--- src/cpuPkg.sv ---
`default_nettype none

package cpuPkg;

	localparam int DATA_WIDTH = 16;
	localparam int REG_ADDR_WIDTH = 4;

	// Major opcodes in bits 15..12
	typedef enum logic [3:0] {
		OP_RTYPE = 4'h0,
		OP_ADDI  = 4'h1,
		OP_MOVI  = 4'h2,
		OP_LUI   = 4'h3
	} opcodeT;

	// ALU operations that double as the R-type opExt field
	typedef enum logic [3:0] {
		ALU_ADD = 4'h0,
		ALU_SUB = 4'h1,
		ALU_AND = 4'h2,
		ALU_OR  = 4'h3,
		ALU_XOR = 4'h4,
		ALU_MOV = 4'h5,
		ALU_LUI = 4'h6
	} aluOpT;

	// Source of ALU operand B
	typedef enum logic [1:0] {
		IMM_NONE = 2'd0,
		IMM_SEXT = 2'd1,
		IMM_ZEXT = 2'd2
	} immModeT;

	typedef struct packed {
		opcodeT opcode;
		logic [REG_ADDR_WIDTH-1:0] rDest;
		aluOpT opExt;
		logic [REG_ADDR_WIDTH-1:0] rSrc;
	} rTypeT;

	typedef struct packed {
		opcodeT opcode;
		logic [REG_ADDR_WIDTH-1:0] rDest;
		logic [7:0] imm;
	} iTypeT;

	// The opcode picks which view of the word applies
	typedef union packed {
		rTypeT r;
		iTypeT i;
	} instrWordT;

endpackage

`default_nettype wire

--- src/registerFile.sv ---
`timescale 1ns/1ns
`default_nettype none

module registerFile import cpuPkg::*;
(
	input  wire logic Clk,
	input  wire logic arstN,
	input  wire logic writeEnable,
	input  wire logic [REG_ADDR_WIDTH-1:0] writeAddr,
	input  wire logic [REG_ADDR_WIDTH-1:0] readAddrA,
	input  wire logic [REG_ADDR_WIDTH-1:0] readAddrB,
	input  wire logic [DATA_WIDTH-1:0] writeData,
	output logic [DATA_WIDTH-1:0] regA,
	output logic [DATA_WIDTH-1:0] regB
);

	localparam int NUM_REGS = 2 ** REG_ADDR_WIDTH;

	logic [DATA_WIDTH-1:0] regs [NUM_REGS];

	//////////////////////////////////////////////////
	// Write port
	//////////////////////////////////////////////////

	always_ff @(posedge Clk or negedge arstN)
	begin
		if (!arstN)
		begin
			for (int k = 0; k < NUM_REGS; k++)
			begin
				regs[k] <= '0;
			end
		end
		else if (writeEnable)
		begin
			regs[writeAddr] <= writeData;
		end
	end

	//////////////////////////////////////////////////
	// Registered read ports
	//////////////////////////////////////////////////

	// Same-edge write is not visible until the next read
	always_ff @(posedge Clk or negedge arstN)
	begin
		if (!arstN)
		begin
			regA <= '0;
			regB <= '0;
		end
		else
		begin
			regA <= regs[readAddrA];
			regB <= regs[readAddrB];
		end
	end

endmodule

`default_nettype wire

--- src/instrQueue.sv ---
`timescale 1ns/1ns
`default_nettype none

module instrQueue import cpuPkg::*;
#(
	parameter int QUEUE_DEPTH = 4
)
(
	input  wire logic Clk,
	input  wire logic arstN,
	input  wire logic instrValid,
	input  wire instrWordT instr,
	input  wire logic pop,
	output instrWordT headInstr,
	output logic queueEmpty,
	output logic creditReturn
);

	localparam int PTR_WIDTH = $clog2(QUEUE_DEPTH);

	instrWordT mem [QUEUE_DEPTH];
	logic [PTR_WIDTH-1:0] wrPtr;
	logic [PTR_WIDTH-1:0] rdPtr;
	logic [PTR_WIDTH:0] count;
	logic doPop;

	// Pop from an empty queue is ignored
	assign doPop = pop && !queueEmpty;
	assign queueEmpty = (count == '0);
	assign headInstr = mem[rdPtr];

	// Storage
	always_ff @(posedge Clk)
	begin
		if (instrValid)
		begin
			mem[wrPtr] <= instr;
		end
	end

	//////////////////////////////////////////////////
	// Pointers, occupancy and credit return
	//////////////////////////////////////////////////

	always_ff @(posedge Clk or negedge arstN)
	begin
		if (!arstN)
		begin
			wrPtr <= '0;
			rdPtr <= '0;
			count <= '0;
			creditReturn <= 1'b0;
		end
		else
		begin
			// Pointers wrap since depth is a power of two
			if (instrValid)
				wrPtr <= wrPtr + 1'b1;
			if (doPop)
				rdPtr <= rdPtr + 1'b1;
			count <= count + (instrValid ? 1'b1 : 1'b0) - (doPop ? 1'b1 : 1'b0);
			creditReturn <= doPop;
		end
	end

endmodule

`default_nettype wire

--- src/alu.sv ---
`timescale 1ns/1ns
`default_nettype none

module alu import cpuPkg::*;
(
	input  wire aluOpT aluOp,
	input  wire immModeT immMode,
	input  wire logic [7:0] imm,
	input  wire logic [DATA_WIDTH-1:0] opA,
	input  wire logic [DATA_WIDTH-1:0] opB,
	output logic [DATA_WIDTH-1:0] result
);

	logic [DATA_WIDTH-1:0] effB;

	//////////////////////////////////////////////////
	// Operand B select
	//////////////////////////////////////////////////

	always_comb
	begin
		case (immMode)
			IMM_SEXT:
				effB = {{(DATA_WIDTH-8){imm[7]}}, imm};
			IMM_ZEXT:
				effB = {{(DATA_WIDTH-8){1'b0}}, imm};
			default:
				effB = opB;
		endcase
	end

	//////////////////////////////////////////////////
	// Operation
	//////////////////////////////////////////////////

	// Add and subtract wrap at the word width
	always_comb
	begin
		case (aluOp)
			ALU_ADD:
				result = opA + effB;
			ALU_SUB:
				result = opA - effB;
			ALU_AND:
				result = opA & effB;
			ALU_OR:
				result = opA | effB;
			ALU_XOR:
				result = opA ^ effB;
			ALU_MOV:
				result = effB;
			ALU_LUI:
				result = effB << 8;
			default:
				result = '0;
		endcase
	end

endmodule

`default_nettype wire

--- src/controlUnit.sv ---
`timescale 1ns/1ns
`default_nettype none

module controlUnit import cpuPkg::*;
(
	input  wire logic Clk,
	input  wire logic arstN,
	input  wire logic queueEmpty,
	input  wire instrWordT headInstr,
	output logic pop,
	output logic [REG_ADDR_WIDTH-1:0] readAddrA,
	output logic [REG_ADDR_WIDTH-1:0] readAddrB,
	output logic [REG_ADDR_WIDTH-1:0] writeAddr,
	output logic writeEnable,
	output aluOpT aluOp,
	output immModeT immMode,
	output logic [7:0] imm
);

	localparam logic ISSUE = 1'b0;
	localparam logic EXEC = 1'b1;

	logic state;
	instrWordT instrReg;
	logic opValid;

	//////////////////////////////////////////////////
	// Issue side
	//////////////////////////////////////////////////

	// Register file sees the head entry while in ISSUE
	assign pop = (state == ISSUE) && !queueEmpty;
	assign readAddrA = headInstr.r.rDest;
	assign readAddrB = headInstr.r.rSrc;

	always_ff @(posedge Clk or negedge arstN)
	begin
		if (!arstN)
			state <= ISSUE;
		else if (state == EXEC)
			state <= ISSUE;
		else if (pop)
			state <= EXEC;
	end

	always_ff @(posedge Clk)
	begin
		if (pop)
			instrReg <= headInstr;
	end

	//////////////////////////////////////////////////
	// Decode of the latched word
	//////////////////////////////////////////////////

	always_comb
	begin
		aluOp = ALU_ADD;
		immMode = IMM_NONE;
		opValid = 1'b0;
		case (instrReg.r.opcode)
			OP_RTYPE:
			begin
				aluOp = instrReg.r.opExt;
				opValid = instrReg.r.opExt inside {ALU_ADD, ALU_SUB, ALU_AND, ALU_OR,
					ALU_XOR, ALU_MOV, ALU_LUI};
			end
			OP_ADDI:
			begin
				immMode = IMM_SEXT;
				opValid = 1'b1;
			end
			OP_MOVI:
			begin
				aluOp = ALU_MOV;
				immMode = IMM_ZEXT;
				opValid = 1'b1;
			end
			OP_LUI:
			begin
				aluOp = ALU_LUI;
				immMode = IMM_ZEXT;
				opValid = 1'b1;
			end
			default:
				opValid = 1'b0;
		endcase
	end

	// Unknown words are dropped without a write
	assign writeEnable = (state == EXEC) && opValid;
	assign writeAddr = instrReg.i.rDest;
	assign imm = instrReg.i.imm;

endmodule

`default_nettype wire

--- src/datapathTop.sv ---
`timescale 1ns/1ns
`default_nettype none

module datapathTop import cpuPkg::*;
#(
	parameter int QUEUE_DEPTH = 4
)
(
	input  wire logic Clk,
	input  wire logic arstN,
	input  wire logic instrValid,
	input  wire logic [DATA_WIDTH-1:0] instr,
	output logic creditReturn,
	output logic resultValid,
	output logic [REG_ADDR_WIDTH-1:0] resultReg,
	output logic [DATA_WIDTH-1:0] resultData
);

	instrWordT headInstr;
	logic queueEmpty;
	logic pop;
	logic [REG_ADDR_WIDTH-1:0] readAddrA;
	logic [REG_ADDR_WIDTH-1:0] readAddrB;
	aluOpT aluOp;
	immModeT immMode;
	logic [7:0] imm;
	logic [DATA_WIDTH-1:0] regA;
	logic [DATA_WIDTH-1:0] regB;

	instrQueue #(.QUEUE_DEPTH(QUEUE_DEPTH)) queue_i (
		.Clk(Clk), .arstN(arstN), .instrValid(instrValid), .instr(instr),
		.pop(pop), .headInstr(headInstr), .queueEmpty(queueEmpty),
		.creditReturn(creditReturn)
	);

	// Write-back port doubles as the trace
	controlUnit control_i (
		.Clk(Clk), .arstN(arstN), .queueEmpty(queueEmpty), .headInstr(headInstr),
		.pop(pop), .readAddrA(readAddrA), .readAddrB(readAddrB),
		.writeAddr(resultReg), .writeEnable(resultValid),
		.aluOp(aluOp), .immMode(immMode), .imm(imm)
	);

	registerFile regFile_i (
		.Clk(Clk), .arstN(arstN), .writeEnable(resultValid), .writeAddr(resultReg),
		.readAddrA(readAddrA), .readAddrB(readAddrB), .writeData(resultData),
		.regA(regA), .regB(regB)
	);

	alu alu_i (
		.aluOp(aluOp), .immMode(immMode), .imm(imm),
		.opA(regA), .opB(regB), .result(resultData)
	);

endmodule

`default_nettype wire

--- config.mk ---
export PLATFORM = sky130hd
export DESIGN_NAME = datapathTop
export DESIGN_NICKNAME = d
export VERILOG_FILES = /design/src/cpuPkg.sv /design/src/registerFile.sv /design/src/instrQueue.sv /design/src/alu.sv /design/src/controlUnit.sv /design/src/datapathTop.sv
export SDC_FILE = /design/constraint.sdc
export NUM_CORES = 1
export LEC_CHECK = 0
export BUFFER_PORTS_ARGS = -buffer_cell sky130_fd_sc_hd__buf_2
export CAP_MARGIN = 20
export CELL_PAD_IN_SITES_DETAIL_PLACEMENT = 1
export CELL_PAD_IN_SITES_GLOBAL_PLACEMENT = 1
export CORE_MARGIN = 5
export CORE_UTILIZATION = 25
export CTS_CLUSTER_DIAMETER = 150
export DETAILED_ROUTE_END_ITERATION = 10
export PLACE_DENSITY_LB_ADDON = 0.1
export SYNTH_ARGS = -nofsm -noshare
export SYNTH_HDL_FRONTEND = slang
export SYNTH_SLANG_ARGS = --single-unit
--- constraint.sdc ---
create_clock -name Clk -period 6.7 [get_ports Clk]
set_input_delay 1.005 -clock Clk [delete_from_list [all_inputs] [get_ports Clk]]
set_output_delay 1.005 -clock Clk [all_outputs]
set_load 0.02 [all_outputs]
==> impl_metrics.py <==
metrics = {
    "run_status": {
        "status": "complete, no violations",
    },
    "timing": {
        "rsz0062_at_grt": "yes",
        "tightest_slew_ns": 1.11,
        "hold_viol": 0,
        "slew_violations": 0,
        "clock_skew_ns": 0.0219,
        "min_period_ns": 6.46,
        "slew_headroom": 0.261,
        "timing.fmax_mhz": 155,
        "finalCritPeriodShare": 0.964,
        "fin_ws_ns": 0.240,
        "finalSetupViolations": 0,
    },
    "synthesis": {
        "ys_types": 69,
        "syn_area_per_cell_sq_um": 12.0,
        "syn-cell-area_sq_mm": 0.0196,
        "synth_adder_area_share": 0.0372,
        "ys_top_cells_by_area": "dfrtp_1, mux4_2, edfxtp_1, o21ai_0, nand2_1",
        "yosys_warnings": 0,
        "synth_xor_area_frac": 0.0134,
        "synth_top_family_by_area": "multiplexers",
        "synth_top_area_frac": 0.378,
        "synth_cells": 1630,
        "synth.most_common_cell": "dfrtp_1",
        "ys_seq_area_frac": 0.501,
        "syn-num-nets": 1706,
        "synth_largest_area_cell": "dfrtp_1",
        "synth_compound_area_frac": 0.121,
        "synthSimpleGateAreaFrac": 0.0819,
        "synth_common_cells": "dfrtp_1, nand2_1, o21ai_0",
        "synth_flop_cell": "dfrtp_1",
        "synth_edf_count": 80,
        "async_flop_share": 0.787,
        "synth.mux.area_fraction": 0.204,
        "ys_seq_elements": 376,
    },
    "clock_network": {
        "clock-sinks": 376,
        "ctsLongestPathBuffers": 3,
        "numCtsBuffers": 45,
        "cts_tree": "built",
        "clk_latency_ns": 0.57,
        "clk_pin_slew_ns": 0.06,
        "cts.htree.levels": 2,
        "clockRootBuffer": "clkbuf_16",
    },
    "route": {
        "routed_wl_mm": 68.1,
        "vias": 13312,
        "postRouteAntennaNets": 0,
        "via_per_inst": 4.90,
        "drt-initial-drc-count": 815,
        "firstDrtPassIters": 5,
        "drc": 0,
        "wl_per_cell_um": 25.1,
    },
    "die": {
        "io_pins": 41,
        "die_w_um": 290,
        "die-area_sq_mm": 0.0840,
        "start_util": 0.252,
        "std_cell_rows": 102,
        "die_y_um": 290,
        "coreArea_sq_mm": 0.0776,
    },
    "run": {
        "cap_violations": 0,
    },
    "grt": {
        "grt_pass1_wl_mm": 102,
        "grt_use_total": 0.160,
        "grt-ovfl-total": 0,
        "antenna_found_initial": 5,
        "grt_start_max_net_pins": 148,
        "grt_pass1_vias": 14382,
    },
    "setup_path": {
        "critPathKind": "flop to primary output",
        "cp.arrival_ns": 5.45,
        "crit_required_ns": 5.69,
        "start_kind": "flop",
        "cp-end-kind": "primary output",
        "crit_fanout": 10,
    },
    "placement": {
        "place_hpwl_mm": 43.0,
        "gp_congestion": 0.812,
        "dp_slack_ns": 0.223,
        "io_buffers": 40,
        "placed_area_sq_mm": 0.0210,
    },
    "final_layout": {
        "fill_cells": 8586,
        "layout.nets": 1718,
        "fin_area_sq_mm": 0.0226,
        "drive_gt1_frac": 0.229,
        "synthToLayoutAreaGrowth_pct": 15.4,
        "num_antenna_cells": 0,
    },
    "hold_path": {
        "hold_path.class": "primary input to async pin",
    },
}
-- worst paths after layout --
path | cells past startpoint | startpoint | to | slack [ns]
worst max-delay path | 21 | control_i.instrReg[15]$_DFFE_PP_ | resultData[14] | 0.24
worst min-delay path | 1 | arstN | regFile_i.regs[45]$_DFFE_PN0P_ | 0.42
worst max register to register | 21 | control_i.instrReg[15]$_DFFE_PP_ | regFile_i.regs[13]$_DFFE_PN0P_ | 1.59
worst min register to register | 1 | queue_i.count[2]$_DFF_PN0_ | queue_i.count[2]$_DFF_PN0_ | 0.48
max in group asynchronous | 2 | arstN | regFile_i.regs[130]$_DFFE_PN0P_ | 4.85
min in group Clk | 1 | queue_i.count[2]$_DFF_PN0_ | queue_i.count[2]$_DFF_PN0_ | 0.48
-- through the flow --
step / hold slack (ns) / util / TNS (ns) / std cells
6_report: 0.425 / 0.291 / 0 / 2714
5_1_grt: 0.470 / 0.291 / -0.0988 / 2714
4_1_cts: 0.432 / 0.290 / 0 / 2710
3_5_place_dp: 0.475 / 0.270 / 0 / 2630
3_3_place_gp: 0.473 / 0.270 / 0 / 2629
2_1_floorplan: 0.447 / - / 0 / 1630
-- cell type report --
class / count / area (sq um) / share of cell area
inverters: 59 / 221 / 0.00980
flip-flops and latches: 376 / 9810 / 0.434
clock inverters: 4 / 51.3 / 0.00227
well taps: 1040 / 1300 / 0.0576
multi-input cells: 1062 / 9100 / 0.403
clock buffers: 75 / 1420 / 0.0630
repair buffers: 98 / 687 / 0.0304
-- logic make-up after synthesis --
group / count (synthesis)
simple gates: 387
flops: 376
xor+xnor: 30
mux: 179
compound gates: 409
buf+inv: 192
fa+ha+maj: 57
-- per-layer routing --
layer  GRT usage  routed length [um]
met1       0.225               32000
met2       0.270               33200
met3      0.0215                1850
met4      0.0291                1090
met5           0                   0
-- what timing repair did --
action | 4_1_cts | 5_1_grt
buffers inserted | 1 | 3
pin swaps | 1 | 4
resized for setup | 7 | 14
endpoints found under the setup margin | 5 | 9
hold buffers | 0 | 0
-- flip-flops by register name, indices dropped and copies added (netlist names) --
| register | count |
|---|---|
| regFile_i.regs | 256 |
| queue_i.rdPtr | 2 |
| control_i.state | 1 |
| regFile_i.regB | 16 |
| queue_i.count | 3 |
| control_i.instrReg | 16 |
| queue_i.wrPtr | 2 |
| regFile_i.regA | 16 |
| queue_i.mem | 64 |
-- critical path, cell delays in order, from the launching register on --
cell	delay, ns
edfxtp_1	0.42
nor2_2	0.18
buf_4	0.18
and2_1	0.16
inv_1	0.05
ha_1	0.30
o21ai_0	0.20
o21a_1	0.21
inv_1	0.15
nor4_4	0.41
and3_1	0.30
a21oi_1	0.10
xnor2_1	0.15
ha_1	0.38
nand2_1	0.09
nor2_1	0.13
o21ai_0	0.15
o31ai_1	0.42
xor2_1	0.21
a21oi_4	0.35
inv_1	0.15
buf_2	0.19
-- cells in the final DEF, fill, tap and decap left out, drive strengths merged, types with 7 or more instances in the layout --
cell type | Yosys | final
dfrtp | 296 | 296
nand2 | 288 | 288
o21ai | 269 | 269
mux4 | 176 | 176
buf | 38 | 97
edfxtp | 80 | 80
clkbuf | 95 | 76
a21oi | 62 | 62
inv | 59 | 60
ha | 55 | 55
nor2 | 47 | 47
xnor2 | 23 | 23
and2 | 9 | 9
a22oi | 9 | 9
a31oi | 8 | 8
xor2 | 7 | 7
o221ai | 7 | 7
o21a | 7 | 7
Power is left out: the tool's default activity adds up to more than one toggle a clock period on the data nets, which glitch-free logic cannot reach.
